$ cat config.mk
export PLATFORM = sky130hd
export DESIGN_NAME = snoop_top
export DESIGN_NICKNAME = d
export VERILOG_FILES = /design/src/snoop_pkg.sv /design/src/tag_tree.sv /design/src/snoop_arb.sv /design/src/snooper.sv /design/src/filter_core.sv /design/src/result_arb.sv /design/src/snoop_top.sv
export SDC_FILE = /design/constraint.sdc
export NUM_CORES = 1
export LEC_CHECK = 0
export BUFFER_PORTS_ARGS = -buffer_cell sky130_fd_sc_hd__buf_2
export CORE_MARGIN = 10
export CORE_UTILIZATION = 40
export DETAILED_ROUTE_END_ITERATION = 16
export REMOVE_ABC_BUFFERS = 1
export SETUP_SLACK_MARGIN = 0.5
export SLEW_MARGIN = 20
export SYNTH_ARGS = -nofsm -noshare
export SYNTH_HDL_FRONTEND = slang
export SYNTH_SLANG_ARGS = --single-unit
export TNS_END_PERCENT = 30
$ cat constraint.sdc
create_clock -name clk -period 9.4 [get_ports clk]
set_clock_uncertainty 0.15 [all_clocks]
set_input_delay 1.41 -clock clk [delete_from_list [all_inputs] [get_ports clk]]
set_output_delay 1.41 -clock clk [all_outputs]
set_load 0.005 [all_outputs]
$ cat src/snoop_pkg.sv
package snoop_pkg;

    // Number of filter cores behind the snoop arbiter
    localparam int N_CORES = 4;
    // Tag addresses one core
    localparam int TAG_SZ = 2;

    // Snooper bus widths
    localparam int SN_ADDR_WIDTH = 8;
    localparam int DATA_WIDTH = 64;
    localparam int INC_WIDTH = 8;

    // Per-packet byte total and checked field widths
    localparam int BYTES_WIDTH = 16;
    localparam int RULE_WIDTH = 16;

    typedef logic [SN_ADDR_WIDTH-1:0] addr_t;
    typedef logic [DATA_WIDTH-1:0] data_t;
    typedef logic [INC_WIDTH-1:0] inc_t;
    typedef logic [TAG_SZ-1:0] tag_t;
    typedef logic [N_CORES-1:0] core_vec_t;
    typedef logic [BYTES_WIDTH-1:0] bytes_t;
    typedef logic [RULE_WIDTH-1:0] rule_t;

    // Filter rule, low 16 bits of word 1 must hold this protocol value
    localparam addr_t RULE_ADDR = addr_t'(1);
    localparam rule_t RULE_VALUE = 16'h0800;

    // Processing time of a core after done
    localparam int PROC_CYCLES = 6;
    localparam int PROC_CNT_W = $clog2(PROC_CYCLES + 1);

    typedef logic [PROC_CNT_W-1:0] proc_cnt_t;

endpackage

$ cat src/tag_tree.sv
module tag_tree (
    // One ready flag per core
    input  snoop_pkg::core_vec_t rdy_in_i,
    // Acknowledge from the snooper
    input  logic                 ack_i,
    // Winning core and its ready flag
    output snoop_pkg::tag_t      tag_o,
    output logic                 rdy_o,
    // Acknowledge steered to the winner only
    output snoop_pkg::core_vec_t ack_out_o
);

    // Heap-ordered tree
    // Node k has children 2k and 2k+1, leaves sit at N_CORES .. 2*N_CORES-1
    wire                  node_rdy [1:2*snoop_pkg::N_CORES-1];
    wire snoop_pkg::tag_t node_tag [1:2*snoop_pkg::N_CORES-1];
    wire                  node_ack [1:2*snoop_pkg::N_CORES-1];

    genvar i;

    generate
        // Leaves carry the core ready flag and a constant tag
        for (i = 0; i < snoop_pkg::N_CORES; i++) begin : g_leaf
            assign node_rdy[snoop_pkg::N_CORES + i] = rdy_in_i[i];
            assign node_tag[snoop_pkg::N_CORES + i] = snoop_pkg::tag_t'(i);
        end

        // Inner nodes merge two children
        for (i = 1; i < snoop_pkg::N_CORES; i++) begin : g_node
            // Ready if either side has a ready core
            assign node_rdy[i] = node_rdy[2*i] | node_rdy[2*i+1];
            // Lower index child wins whenever it is ready
            assign node_tag[i] = node_rdy[2*i] ? node_tag[2*i] : node_tag[2*i+1];
            // Ack follows the same decision back down
            assign node_ack[2*i] = node_ack[i] & node_rdy[2*i];
            assign node_ack[2*i+1] = node_ack[i] & !node_rdy[2*i] & node_rdy[2*i+1];
        end
    endgenerate

    // Root of the tree faces the snooper
    assign node_ack[1] = ack_i;
    assign rdy_o = node_rdy[1];
    assign tag_o = node_tag[1];

    // Leaf acks go back out, at most one bit set
    always_comb begin
        for (int k = 0; k < snoop_pkg::N_CORES; k++) begin
            ack_out_o[k] = node_ack[snoop_pkg::N_CORES + k];
        end
    end

endmodule

$ cat src/snoop_arb.sv
module snoop_arb (
    input  logic                 clk,
    input  logic                 rst,

    // Snooper side
    input  snoop_pkg::addr_t     addr_i,
    input  snoop_pkg::data_t     wr_data_i,
    input  logic                 wr_en_i,
    input  snoop_pkg::inc_t      byte_inc_i,
    input  logic                 done_i,
    input  logic                 ack_i,
    output logic                 rdy_o,

    // Filter core side
    input  snoop_pkg::core_vec_t rdy_for_sn_i,
    output snoop_pkg::addr_t     sn_addr_o,
    output snoop_pkg::data_t     sn_wr_data_o,
    output snoop_pkg::core_vec_t sn_wr_en_o,
    output snoop_pkg::inc_t      sn_byte_inc_o,
    output snoop_pkg::core_vec_t sn_done_o,
    output snoop_pkg::core_vec_t rdy_for_sn_ack_o
);

    // Tag chosen by the tree this cycle
    snoop_pkg::tag_t sel_next;
    // Core that owns the current packet
    snoop_pkg::tag_t sel_q;

    // Tree finds the lowest ready core and routes ack to it
    tag_tree u_tag_tree (
        .rdy_in_i  (rdy_for_sn_i),
        .ack_i     (ack_i),
        .tag_o     (sel_next),
        .rdy_o     (rdy_o),
        .ack_out_o (rdy_for_sn_ack_o)
    );

    // Capture the winner on the handshake edge
    always_ff @(posedge clk) begin
        if (rst) begin
            sel_q <= '0;
        end else if (rdy_o && ack_i) begin
            sel_q <= sel_next;
        end
    end

    // Wide buses go to every core, only the owner acts on them
    assign sn_addr_o = addr_i;
    assign sn_wr_data_o = wr_data_i;
    assign sn_byte_inc_o = byte_inc_i;

    // Write enable and done reach the owning core only
    always_comb begin
        for (int i = 0; i < snoop_pkg::N_CORES; i++) begin
            sn_wr_en_o[i] = wr_en_i && (sel_q == snoop_pkg::tag_t'(i));
            sn_done_o[i] = done_i && (sel_q == snoop_pkg::tag_t'(i));
        end
    end

endmodule

$ cat src/snooper.sv
module snooper (
    input  logic             clk,
    input  logic             rst,

    // Input packet stream
    input  snoop_pkg::data_t in_data_i,
    input  snoop_pkg::inc_t  in_bytes_i,
    input  logic             in_last_i,
    input  logic             in_valid_i,
    output logic             in_ready_o,

    // Toward the snoop arbiter
    input  logic             rdy_i,
    output logic             ack_o,
    output snoop_pkg::addr_t addr_o,
    output snoop_pkg::data_t wr_data_o,
    output logic             wr_en_o,
    output snoop_pkg::inc_t  byte_inc_o,
    output logic             done_o
);

    typedef enum logic {
        SN_IDLE,
        SN_SEND
    } snoop_state_t;

    snoop_state_t     state;
    // Buffer address of the next word
    snoop_pkg::addr_t word_addr;
    // Word moves from the stream to a core this cycle
    logic             take;

    always_comb begin
        // Ask for a core as soon as a first word waits
        ack_o = (state == SN_IDLE) && in_valid_i;
        // Input is held back until a core owns the packet
        in_ready_o = (state == SN_SEND) && in_valid_i;
        take = (state == SN_SEND) && in_valid_i;
        wr_en_o = take;
        // Done rides along with the last write
        done_o = take && in_last_i;
        addr_o = word_addr;
        wr_data_o = in_data_i;
        byte_inc_o = in_bytes_i;
    end

    always_ff @(posedge clk) begin
        if (rst) begin
            state <= SN_IDLE;
            word_addr <= '0;
        end else begin
            case (state)
                SN_IDLE: begin
                    if (ack_o && rdy_i) begin
                        state <= SN_SEND;
                        word_addr <= '0;
                    end
                end
                SN_SEND: begin
                    // A gap in valid just pauses the writes
                    if (take) begin
                        word_addr <= word_addr + 1'b1;
                        if (in_last_i) begin
                            state <= SN_IDLE;
                        end
                    end
                end
                default: state <= SN_IDLE;
            endcase
        end
    end

endmodule

$ cat src/filter_core.sv
module filter_core (
    input  logic              clk,
    input  logic              rst,

    // Snooper bus from the arbiter
    input  snoop_pkg::addr_t  sn_addr_i,
    input  snoop_pkg::data_t  sn_wr_data_i,
    input  logic              sn_wr_en_i,
    input  snoop_pkg::inc_t   sn_byte_inc_i,
    input  logic              sn_done_i,
    input  logic              ack_i,
    output logic              rdy_for_sn_o,

    // Result toward the result arbiter
    output logic              res_valid_o,
    output logic              res_accept_o,
    output snoop_pkg::bytes_t res_bytes_o,
    input  logic              res_take_i
);

    typedef enum logic [1:0] {
        CORE_IDLE,
        CORE_LOAD,
        CORE_WORK,
        CORE_HOLD
    } core_state_t;

    core_state_t           state;
    // Running byte count of the packet being loaded
    snoop_pkg::bytes_t     byte_total;
    // Checked field and whether it has been written yet
    snoop_pkg::rule_t      rule_word;
    logic                  rule_seen;
    snoop_pkg::proc_cnt_t  work_cnt;
    // Held verdict
    logic                  res_accept;
    snoop_pkg::bytes_t     res_bytes;

    // Values including the write of this cycle
    logic                  rule_hit;
    logic                  cur_seen;
    snoop_pkg::rule_t      cur_word;
    snoop_pkg::bytes_t     cur_total;

    always_comb begin
        rule_hit = sn_wr_en_i && (sn_addr_i == snoop_pkg::RULE_ADDR);
        cur_seen = rule_seen || rule_hit;
        cur_word = rule_hit ? sn_wr_data_i[snoop_pkg::RULE_WIDTH-1:0] : rule_word;
        cur_total = sn_wr_en_i ? byte_total + snoop_pkg::bytes_t'(sn_byte_inc_i) : byte_total;
    end

    always_ff @(posedge clk) begin
        if (rst) begin
            state <= CORE_IDLE;
            rule_seen <= 1'b0;
            work_cnt <= '0;
        end else begin
            case (state)
                CORE_IDLE: begin
                    if (ack_i) begin
                        state <= CORE_LOAD;
                        rule_seen <= 1'b0;
                    end
                end
                CORE_LOAD: begin
                    rule_seen <= cur_seen;
                    if (sn_done_i) begin
                        state <= CORE_WORK;
                        work_cnt <= snoop_pkg::proc_cnt_t'(snoop_pkg::PROC_CYCLES);
                    end
                end
                CORE_WORK: begin
                    // Count down, result shows after the zero cycle
                    if (work_cnt == '0) begin
                        state <= CORE_HOLD;
                    end else begin
                        work_cnt <= work_cnt - 1'b1;
                    end
                end
                CORE_HOLD: begin
                    if (res_take_i) begin
                        state <= CORE_IDLE;
                    end
                end
                default: state <= CORE_IDLE;
            endcase
        end
    end

    // Payload path
    always_ff @(posedge clk) begin
        if (state == CORE_IDLE && ack_i) begin
            byte_total <= '0;
        end else if (state == CORE_LOAD) begin
            byte_total <= cur_total;
        end
        if (state == CORE_LOAD && rule_hit) begin
            rule_word <= sn_wr_data_i[snoop_pkg::RULE_WIDTH-1:0];
        end
        // Short packets never write the rule word and are rejected
        if (state == CORE_LOAD && sn_done_i) begin
            res_accept <= cur_seen && (cur_word == snoop_pkg::RULE_VALUE);
            res_bytes <= cur_total;
        end
    end

    assign rdy_for_sn_o = (state == CORE_IDLE);
    assign res_valid_o = (state == CORE_HOLD);
    assign res_accept_o = res_accept;
    assign res_bytes_o = res_bytes;

endmodule

$ cat src/result_arb.sv
module result_arb (
    input  logic                                         clk,
    input  logic                                         rst,

    // Per-core results
    input  snoop_pkg::core_vec_t                         res_valid_i,
    input  snoop_pkg::core_vec_t                         res_accept_i,
    input  snoop_pkg::bytes_t [snoop_pkg::N_CORES-1:0]   res_bytes_i,
    output snoop_pkg::core_vec_t                         res_take_o,

    // Output result stream
    output logic                                         out_valid_o,
    output logic                                         out_accept_o,
    output snoop_pkg::bytes_t                            out_bytes_o,
    output snoop_pkg::tag_t                              out_core_o,
    input  logic                                         out_ready_i
);

    // Core with the highest priority this round
    snoop_pkg::tag_t ptr;
    // Core being offered and the candidate under test
    snoop_pkg::tag_t sel;
    snoop_pkg::tag_t idx;
    logic            found;

    // Search from the pointer upward, wrapping around
    always_comb begin
        found = 1'b0;
        sel = ptr;
        idx = ptr;
        for (int k = 0; k < snoop_pkg::N_CORES; k++) begin
            idx = snoop_pkg::tag_t'((int'(ptr) + k) % snoop_pkg::N_CORES);
            if (!found && res_valid_i[idx]) begin
                found = 1'b1;
                sel = idx;
            end
        end
    end

    assign out_valid_o = found;
    assign out_core_o = sel;
    assign out_accept_o = res_accept_i[sel];
    assign out_bytes_o = res_bytes_i[sel];
    // Take pulse frees the core on the transfer cycle
    assign res_take_o = (found && out_ready_i) ? snoop_pkg::core_vec_t'(1) << sel : '0;

    // Next round starts just past the core that was served
    always_ff @(posedge clk) begin
        if (rst) begin
            ptr <= '0;
        end else if (found && out_ready_i) begin
            ptr <= snoop_pkg::tag_t'((int'(sel) + 1) % snoop_pkg::N_CORES);
        end
    end

endmodule

$ cat src/snoop_top.sv
module snoop_top (
    input  logic              clk,
    input  logic              rst,

    // Packet input stream
    input  snoop_pkg::data_t  in_data_i,
    input  snoop_pkg::inc_t   in_bytes_i,
    input  logic              in_last_i,
    input  logic              in_valid_i,
    output logic              in_ready_o,

    // Verdict output stream
    output logic              out_valid_o,
    output logic              out_accept_o,
    output snoop_pkg::bytes_t out_bytes_o,
    output snoop_pkg::tag_t   out_core_o,
    input  logic              out_ready_i
);

    // Snooper to arbiter
    wire snoop_pkg::addr_t                        addr;
    wire snoop_pkg::data_t                        wr_data;
    wire                                          wr_en;
    wire snoop_pkg::inc_t                         byte_inc;
    wire                                          done;
    wire                                          ack;
    wire                                          rdy;

    // Arbiter to cores
    wire snoop_pkg::addr_t                        sn_addr;
    wire snoop_pkg::data_t                        sn_wr_data;
    wire snoop_pkg::core_vec_t                    sn_wr_en;
    wire snoop_pkg::inc_t                         sn_byte_inc;
    wire snoop_pkg::core_vec_t                    sn_done;
    wire snoop_pkg::core_vec_t                    rdy_for_sn;
    wire snoop_pkg::core_vec_t                    rdy_for_sn_ack;

    // Cores to result arbiter
    wire snoop_pkg::core_vec_t                    res_valid;
    wire snoop_pkg::core_vec_t                    res_accept;
    wire snoop_pkg::bytes_t [snoop_pkg::N_CORES-1:0] res_bytes;
    wire snoop_pkg::core_vec_t                    res_take;

    snooper u_snooper (
        .clk        (clk),
        .rst        (rst),
        .in_data_i  (in_data_i),
        .in_bytes_i (in_bytes_i),
        .in_last_i  (in_last_i),
        .in_valid_i (in_valid_i),
        .in_ready_o (in_ready_o),
        .rdy_i      (rdy),
        .ack_o      (ack),
        .addr_o     (addr),
        .wr_data_o  (wr_data),
        .wr_en_o    (wr_en),
        .byte_inc_o (byte_inc),
        .done_o     (done)
    );

    snoop_arb u_snoop_arb (
        .clk              (clk),
        .rst              (rst),
        .addr_i           (addr),
        .wr_data_i        (wr_data),
        .wr_en_i          (wr_en),
        .byte_inc_i       (byte_inc),
        .done_i           (done),
        .ack_i            (ack),
        .rdy_o            (rdy),
        .rdy_for_sn_i     (rdy_for_sn),
        .sn_addr_o        (sn_addr),
        .sn_wr_data_o     (sn_wr_data),
        .sn_wr_en_o       (sn_wr_en),
        .sn_byte_inc_o    (sn_byte_inc),
        .sn_done_o        (sn_done),
        .rdy_for_sn_ack_o (rdy_for_sn_ack)
    );

    // One filter core per arbiter slot
    for (genvar c = 0; c < snoop_pkg::N_CORES; c++) begin : g_core
        filter_core u_core (
            .clk           (clk),
            .rst           (rst),
            .sn_addr_i     (sn_addr),
            .sn_wr_data_i  (sn_wr_data),
            .sn_wr_en_i    (sn_wr_en[c]),
            .sn_byte_inc_i (sn_byte_inc),
            .sn_done_i     (sn_done[c]),
            .ack_i         (rdy_for_sn_ack[c]),
            .rdy_for_sn_o  (rdy_for_sn[c]),
            .res_valid_o   (res_valid[c]),
            .res_accept_o  (res_accept[c]),
            .res_bytes_o   (res_bytes[c]),
            .res_take_i    (res_take[c])
        );
    end

    result_arb u_result_arb (
        .clk          (clk),
        .rst          (rst),
        .res_valid_i  (res_valid),
        .res_accept_i (res_accept),
        .res_bytes_i  (res_bytes),
        .res_take_o   (res_take),
        .out_valid_o  (out_valid_o),
        .out_accept_o (out_accept_o),
        .out_bytes_o  (out_bytes_o),
        .out_core_o   (out_core_o),
        .out_ready_i  (out_ready_i)
    );

endmodule

Word-level counts from Yosys, hierarchy flattened

Index checks and enable logic that the tools add are counted.

Add/subtract/negate cells: 13
Order comparisons: 5
Eq/ne operators: 42
Shifts and indexed selects: 1
Mux-type cells: 78
Bitwise gates (word level): 13
Reductions and logical operators: 76

Operators with widths:

| operator             | count |
|---|---|
| $mux 16              | 9 |
| $add 16x8->16        | 4 |
| $eq 16x12->1 const B | 4 |
| $mux 2               | 20 |
| $logic_and 1x1->1    | 36 |
| $bmux 16 s2          | 1 |
| $pmux 2 s4           | 4 |
| $ne 2x1->1 const B   | 14 |
| $mux 3               | 8 |
| $pmux 3 s2           | 4 |
| $eq 2x2->1 const B   | 10 |
| $mux 1               | 18 |
| $mux 8               | 2 |
| $ne 2x2->1 const B   | 8 |
| $pmux 8 s2           | 1 |
| $reduce_and 4->1     | 4 |
| $reduce_bool 2->1    | 8 |
| $lt 2x3->1 const B   | 5 |
| $logic_not 3->1      | 4 |
| $reduce_and 3->1     | 4 |
| $sub 3x1->3 const B  | 4 |
| $bmux 1 s2           | 5 |
| $eq 2x1->1 const B   | 5 |
| $logic_not 2->1      | 5 |
| other kinds (13)     | 41 |

Flip-flop bits (word level): 233
Input bits: 77
Output and inout bits: 21
Logic and storage cells: 260

Longest topological paths before layout

Gate-level depths: netlist (run 1).

Depth in word-level cells: 17
Mapped depth: 10
Mapped depth without buffers: 10

By module

From an unflattened synthesis (run 1), not the netlist that was laid out.

Cell total of the unflattened synthesis: 1,347
Area, all modules: 14,002.2 µm²

By module, submodules not included:

| module                             | instances | cells an instance | area each (µm²) | seq. area each (µm²) |
|---|---|---|---|---|
| filter_core (g_core[1].u_core ...) | 3         | 256               | 2,866.5         | 1,431.4 |
| filter_core (g_core[0].u_core)     | 1         | 258               | 2,795.2         | 1,431.4 |
| snooper                            | 1         | 125               | 992.2           | 180.2 |
| result_arb                         | 1         | 90                | 809.5           | 40.0 |
| snoop_arb                          | 1         | 96                | 750.7           | 40.0 |
| tag_tree                           | 1         | 10                | 55.1            | 0.0 |

Least setup slack after synthesis (run 1)

Ideal clock, no wire load.

Kind: register to output
From: reg g_core[0].u_core.state[0]
To: out out_bytes_o[10]
Arrival: 2.440 ns
Data required time: 7.840 ns
Setup slack: 5.400 ns
Cell stages (with the launch flop): 7
Path buffers: 1
Cells stage by stage: dfxtp_1 -> ha_1 -> mux4_2 -> a221oi_4 -> xor2_4 -> buf_12 -> mux4_2

Cells in the longest elaborated chain, start to end: 15
Elaborated cells between the ends (all ways): 23
Those cells by class: 1 x eq/ne; 16 x mux; 6 x reduce/logical

RTL lines:

| element                           | line               | text |
|---|---|---|
| start, declared                   | filter_core.sv:28  | `core_state_t state;` |
| start signal, assigned            | filter_core.sv:54  | `state <= CORE_IDLE;` |
| start signal, assigned            | filter_core.sv:61  | `state <= CORE_LOAD;` |
| start signal, assigned            | filter_core.sv:68  | `state <= CORE_WORK;` |
| $eq 2x2->1 (*)                    | filter_core.sv:108 | `assign res_valid_o = (state == CORE_HOLD);` |
| $bmux 1 s2                        | result_arb.sv:33   | `if (!found && res_valid_i[idx]) begin` |
| $mux 1 (implied by the code)      | result_arb.sv:33   |  |
| $mux 1                            | result_arb.sv:33   |  |
| $logic_not 1->1                   | result_arb.sv:33   |  |
| $logic_and 1x1->1                 | result_arb.sv:33   |  |
| $mux 1                            | result_arb.sv:33   |  |
| $logic_not 1->1                   | result_arb.sv:33   |  |
| $logic_and 1x1->1                 | result_arb.sv:33   |  |
| $mux 1                            | result_arb.sv:33   |  |
| $logic_not 1->1                   | result_arb.sv:33   |  |
| $logic_and 1x1->1                 | result_arb.sv:33   |  |
| $mux 2 (*)                        | result_arb.sv:33   |  |
| via out_core_o[1]                 | snoop_top.sv:16    | `output snoop_pkg::tag_t out_core_o,` |
| $bmux 16 s2 (*)                   | result_arb.sv:43   | `assign out_bytes_o = res_bytes_i[sel];` |
| $mux 16 (implied by the code) (*) | result_arb.sv:43   |  |
| end, declared                     | snoop_top.sv:15    | `output snoop_pkg::bytes_t out_bytes_o,` |

Mark *: on every way through the listed nets, which the timed path passes. The rest lies on a longest branch. The select of a mux whose other input is x is not followed.

Worst setup path in the final report (run 1)

From: reg u_result_arb.ptr[1]
To: out out_accept_o

Cells in the longest elaborated chain, start to end: 14
Elaborated cells between the ends (all ways): 25
Those cells by class: 3 x add/sub; 16 x mux; 6 x reduce/logical

RTL lines:

| element                                                              | line             | text |
|---|---|---|
| start, declared                                                      | result_arb.sv:20 | `snoop_pkg::tag_t ptr;` |
| start signal, assigned                                               | result_arb.sv:52 | `ptr <= snoop_pkg::tag_t'((int'(sel) + 1) % snoop_pkg::N_CORES);` |
| parallel branches: the longest is 11 deep, another holds $add 2x1->2 | --               |  |
| $mux 2 (*)                                                           | result_arb.sv:33 |  |
| $bmux 1 s2 (*)                                                       | result_arb.sv:42 | `assign out_accept_o = res_accept_i[sel];` |
| $mux 1 (implied by the code) (*)                                     | result_arb.sv:42 |  |
| end, declared                                                        | snoop_top.sv:14  | `output logic out_accept_o,` |

Mark *: on every way between the ends. The select of a mux whose other input is x is not followed.

==> results of run 1 <==
==> registers in the layout (all words and copies together) (netlist names) <==
register / cells
g_core.u_core.rule_word: 64
u_result_arb.ptr: 2
g_core.u_core.res_bytes_o: 64
g_core.u_core.work_cnt: 12
g_core.u_core.res_accept_o: 4
u_snooper.state: 1
g_core.u_core.rule_seen: 4
g_core.u_core.byte_total: 64
g_core.u_core.state: 8
u_snoop_arb.sel_q: 2
u_snooper.addr_o: 8
==> tightest hold or removal path: cells and delay by family, from the launching register on <==
| kind | cells | cell delay, ns |
|---|---|---|
| flops | 1 | 0.32 |
| compound gates | 1 | 0.05 |
| simple gates | 1 | 0.06 |
==> cells by family after synthesis <==
family	share of synthesized area, %
AO/OA/AOI/OAI	10.1
XOR/XNOR	5.94
adder cells (fa/ha/maj)	7.15
buffers and inverters	2.89
flip-flops	50.0
multiplexers	5.77
AND/OR/NAND/NOR	18.1
==> stage by stage <==
stage	cell area, µm²	std cells
2_1_floorplan	11800	1106
3_3_place_gp	12600	1555
3_5_place_dp	12600	1555
4_1_cts	13500	1601
5_1_grt	13500	1601
6_report	13500	1601
==> layout make-up <==
| class | count | share of cell area (%) |
|---|---|---|
| timing repair buffer | 59 | 2.38 |
| inverter | 46 | 1.28 |
| clock buffer | 32 | 4.99 |
| sequential | 233 | 44.4 |
| tap | 390 | 3.62 |
| multi-input combinational | 827 | 42.0 |
| clock inverter | 14 | 1.31 |
==> worst paths after layout <==
| check | to | from | slack (ns) | cells after the start |
|---|---|---|---|---|
| worst max-delay path | out_accept_o | u_result_arb.ptr[1] | 3.95 | 5 |
| worst min-delay path | g_core[1].u_core.byte_total[4] | g_core[1].u_core.byte_total[4] | 0.34 | 2 |
| worst min register to register | g_core[1].u_core.byte_total[4] | g_core[1].u_core.byte_total[4] | 0.34 | 2 |
| worst max register to register | g_core[0].u_core.state[1] | u_result_arb.ptr[1] | 6.04 | 6 |
==> where the power goes <==
| group | internal (W) | switching, W | leakage, nW | total [W] |
|---|---|---|---|---|
| Clock | 0.000615 | 0.000409 | 0.412 | 0.00102 |
| Combinational | 0.000313 | 0.000475 | 2.51 | 0.000788 |
| Sequential | 0.00115 | 0.0000605 | 2.02 | 0.00121 |
| Total | 0.00207 | 0.000944 | 4.95 | 0.00302 |
==> per-layer routing <==
metal / wire length (µm) / track usage, % / vias up
met5: 0 / 0 / -
met4: 767 / 4.59 / 0
met3: 1560 / 2.81 / 48
met2: 13100 / 24.8 / 189
met1: 13700 / 21.2 / 4083
li1: - / - / 4241
==> cells in the final DEF (no fill, tap or decap), types with 8 or more instances in the layout <==
master	netlist	layout
buf_2	5	49
ha_1	62	62
xnor2_1	41	41
edfxtp_1	132	132
nor2b_1	16	16
nand3_1	43	43
mux4_2	10	10
nor3_1	39	38
nor2_1	113	113
nand2b_1	20	20
nor4b_1	11	11
inv_1	45	45
xor2_1	37	37
nand4_1	13	13
clkbuf_16	0	25
o21ai_0	59	59
dfxtp_1	101	101
nor4_1	13	13
o21a_1	15	15
nand2_1	129	129
mux2i_1	21	21
buf_4	0	10
and3_1	13	12
a21oi_1	61	61
mux4_1	8	8
==> results.ini, run 1 <==
[global_routing]
grt_pass1_vias=8141
grt_util_all_layers_pct=15.5
grt_max_degree=46
grt_first_pass_wirelength_mm=45.5
overflow=0
antenna_found_initial=0

[floorplanning]
initial_utilization_pct=40.5
core_mm2=0.0296
num_rows=63
fp.dieH_um=193
die_width_um=193
dieArea_mm2=0.0372
io_pins=98

[synth]
async_flop_share_pct=0
syn_area_mm2=0.0120
synth-seq-cells=233
netlist-cell-type-count=63
synth-edff-count=132
postSynthAreaPerCell_um2=10.5
ys_seq_area_share_pct=50.0
synthTopCellsByCount=132 x edfxtp_1, 129 x nand2_1, 113 x nor2_1
synth_top_cell_area_share_pct=33.1
synth_area_leader_cell=edfxtp_1
yosysWarnings=0
netlist_instances=1142
synth-main-ff-cell=edfxtp_1
synth_most_common_cell=edfxtp_1
synth_area_leaders=edfxtp_1 33%, dfxtp_1 17%, ha_1 6.5%

[layout]
ff_latch_area_mm2=0.00599
n_antenna_cell=0
drive_gt1_share_pct=10.3
final_util_pct=45.6
fill_cells=2763
syn2layout_area_growth_pct=12.6
final_nets=1335
multi_input_area_mm2=0.00566

[cts]
cts_tree=done
insertion_delay_ns=0.52
numCtsBuffers=25
post_cts_resized=0
cts_buffer_depth=3
path_clk_slew_ns=0.06
cts.htree.levels=1
clock-root-buffer=clkbuf_16
cts.sinks=233
post_cts_buffers=0
holdBufCountCts=0

[place]
post-place-ws_ns=4.42
port_buffers=49
post-dp-hpwl_mm=20.3
gp_congestion=0.856

[min_path]
hp-class=register to register

[power]
power_w=0.00302
p_leak_nw=4.95
ir_worst_vdd_mv=0.177
p_per_area_mw_per_mm2=224

[routing]
wl_per_cell_um=18.2
antenna_left=0
first_pass_iters=6
drt_wl_total_mm=29.2
drc=0
via_per_inst=5.35
via_count=8561
drtIter0Drc=563

[sta]
max_clock_freq_mhz=183
hold_viol=0
setup_ws_ns=3.95
maxSlewViolCount=0
layout_min_cycle_time_ns=5.45
finalCritPeriodShare_pct=58.0
rsz0062_at_grt=false
holdWs_ns=0.338
fin_setup_tns_ns=0
relSlewSlack_pct=25.1
tightest_slew_ns=1.12
setup_viol=0

[worst_setup_path]
required_ns=7.84
startpoint_type=register
cp_slowest_cell=xor2_4
worstPathCellList=o21ai_0 > a221oi_4 > xor2_4 > mux4_1 > buf_2
critPathMaxFanout=21
cp.buffers_inverters=1
cp-end-kind=output pin
crit_type=register to output pin
cp_top_family=XOR/XNOR gates
max_stage_delay_ns=0.86
worstPathArrival_ns=3.89

[flow_run]
cap_violations=0

[run_status]
status=finished, final reports clean

(Power assumes the default switching activity.)
==> run 2, diff against run 1 <==
==> constraint.sdc (replaced) <==
create_clock -name clk -period 4.55 [get_ports clk]
set_clock_uncertainty 0.15 [all_clocks]
set_input_delay 0.6825 -clock clk [delete_from_list [all_inputs] [get_ports clk]]
set_output_delay 0.6825 -clock clk [all_outputs]
set_load 0.005 [all_outputs]
==> run 2 against run 1 <==
  * Core utilization rose by 0.22 points
  * Via count grew 1.3%
  * Combinational power grew 110%
  * Clock power rose by 89%
  * Die area unchanged
==> results.ini, run 2 (synthesis results as in run 1) <==
[run_status]
status=finished, final reports clean

[layout]
layout.cells.non_filler=1608  ; +0.44%
final_nets=1343  ; +0.60%
syn2layout_area_growth_pct=13.1
drive_gt1_share_pct=12.2  ; +1.8 points
n_antenna_cell=0  ; unchanged
layout_common_cells=132 x edfxtp_1, 129 x nand2_1, 113 x nor2_1
fill_cells=2716  ; -1.7%
final_common_cell=edfxtp_1

[sta]
finalCritPeriodShare_pct=87.1
setup_viol=0  ; unchanged
tightest_slew_ns=1.11  ; -0.0145 ns
max_clock_freq_mhz=252
hold_viol=0  ; unchanged
maxSlewViolCount=0  ; unchanged
rsz0062_at_grt=true
fin_setup_tns_ns=0  ; unchanged
holdWs_ns=0.259  ; -0.0784 ns
relSlewSlack_pct=26.0  ; +0.97 points
layout_min_cycle_time_ns=3.97

[cts]
cts.sinks=233  ; unchanged
cts.htree.levels=1  ; unchanged
cts_tree=done
insertion_delay_ns=0.52  ; about the same
holdBufCountCts=0  ; unchanged
cts_buffer_depth=3  ; unchanged
path_clk_slew_ns=0.06  ; about the same
numCtsBuffers=25  ; unchanged
clock-root-buffer=clkbuf_16

[worst_setup_path]
critPathMaxFanout=7  ; -67%
cp-end-kind=output pin
r2r_slack_ns=1.35  ; -4.69 ns
r2r-end=g_core[2].u_core.res_bytes_o[12]
worstPathCellList=ha_1 > mux4_2 > a221oi_4 > xor2_4 > buf_12 > mux4_1 > buf_2
crit_start=g_core[3].u_core.state[0]
startpoint_type=register
r2r-start=g_core[2].u_core.byte_total[0]
r2r_cells=9  ; +3
crit_type=register to output pin
worstPathArrival_ns=3.13  ; -0.76 ns
cp_slowest_cell=mux4_1
required_ns=3.72  ; -4.12 ns
max_stage_delay_ns=0.56  ; -0.30 ns

[routing]
via_count=8674  ; +1.3%
drt_wl_total_mm=29.8  ; +2.1%
wl_per_cell_um=18.5  ; +1.6%
via_per_inst=5.39  ; +0.88%
drc=0  ; unchanged
antenna_left=0  ; unchanged
first_pass_iters=5  ; -1
drtIter0Drc=541  ; -3.9%

[min_path]
hold_start=in_data_i[10]
hp-class=primary input to register
min_to=g_core[2].u_core.rule_word[10]
whs_path_depth=1  ; -1

[floorplanning]
dieArea_mm2=0.0372  ; unchanged
fp.dieH_um=193  ; unchanged
die_width_um=193  ; unchanged
initial_utilization_pct=40.5  ; unchanged
num_rows=63  ; unchanged
core_mm2=0.0296  ; unchanged
io_pins=98  ; unchanged

[place]
gp_congestion=0.886  ; +3.4%
post-dp-hpwl_mm=21.1  ; +3.5%
place_inst=1559  ; +0.26%
port_buffers=49  ; unchanged

[power]
seq_power_share_pct=40.9  ; +0.9 points
ir_worst_vdd_mv=0.285  ; +61%
power.net_switching_w=0.00196  ; +110%
power_w=0.00612  ; +100%
intPower_w=0.00416  ; +100%
p_leak_nw=4.93  ; -0.32%
clockPowerShare_pct=31.5  ; -2.4 points
swShare_pct=32.1  ; +0.78 points
p_per_area_mw_per_mm2=452  ; +100%
comb_power_share_pct=27.6  ; +1.5 points

[global_routing]
grt_first_pass_wirelength_mm=46.4  ; +1.9%
grt_pass1_vias=8217  ; +0.93%
overflow=0  ; unchanged
grt_max_degree=46  ; unchanged
grt_util_all_layers_pct=15.8  ; +0.30 points
antenna_found_initial=0  ; unchanged

[flow_run]
cap_violations=0  ; unchanged

[run 2: changes by cell type in the layout (fill, tap and decap cells not counted), moves of 2 or more]
cell       change
bufinv_16      -3
mux4_1         -6
mux4_2         +6
ha_4           +4
dfxtp_1        -7
buf_12         +2
clkinv_4       +2
clkinv_1       +2
dfxtp_2        +7
buf_4          +5
ha_1           -6
ha_2           +2
[run 2: power by group through the flow]
stage / sequential (W) / combinational, W / clock [W]
after detailed placement: 0.00253 / 0.00164 / 0
after global routing: 0.00252 / 0.00190 / 0.00205
after global placement: 0.00252 / 0.00161 / 0
after floorplan: 0.00251 / 0.00115 / 0
final: 0.00250 / 0.00169 / 0.00193
after CTS: 0.00248 / 0.00167 / 0.00197
[run 2: cell type report]
class	count	area, µm²	share of cell area [%]
Clock inverter	13	97.6	0.721
Inverter	46	173	1.28
Tap cell	390	488	3.61
Multi-Input combinational cell	827	5690	42.0
Sequential cell	233	5990	44.3
Timing Repair Buffer	67	423	3.12
Clock buffer	32	672	4.96
[run 2: worst max path at each step]
stage	slack, ns	to
after detailed placement	0.40	out_accept_o
after global placement	0.45	out_accept_o
after global routing	0.47	out_bytes_o[15]
after floorplan	-0.008	out_bytes_o[10]
final	0.58	out_bytes_o[3]
after CTS	0.49	out_bytes_o[5]
[run 2: critical path: cells and delay by family (launching register included)]
kind	cells	cell delay (ns)
compound gates	1	0.29
xor+xnor	1	0.33
fa+ha+maj	1	0.22
buf+inv	2	0.34
flops	1	0.34
mux	2	1.09
[run 2: repair_timing]
item / 4_1_cts / 5_1_grt
gates resized for setup: 3 / 20
pin swaps: 1 / 1
setup endpoints to repair: 18 / 17
buffers inserted: 3 / 0
cloned: 0 / 1
[run 2: layer usage]
metal	track usage, %	routed length [µm]
met5	0	0
met4	4.26	779
met3	3.08	1720
met1	21.7	13700
met2	25.2	13700
[run 2: stage by stage]
| stage | util [%] | area [µm²] | worst slack (ns) |
|---|---|---|---|
| CTS | 45.6 | 13500 | 0.491 |
| global route | 45.8 | 13500 | 0.468 |
| finish | 45.8 | 13500 | 0.585 |
| floorplan | - | 11800 | -0.00818 |
| detailed placement | 42.8 | 12700 | 0.397 |
| global placement | 42.8 | 12700 | 0.454 |
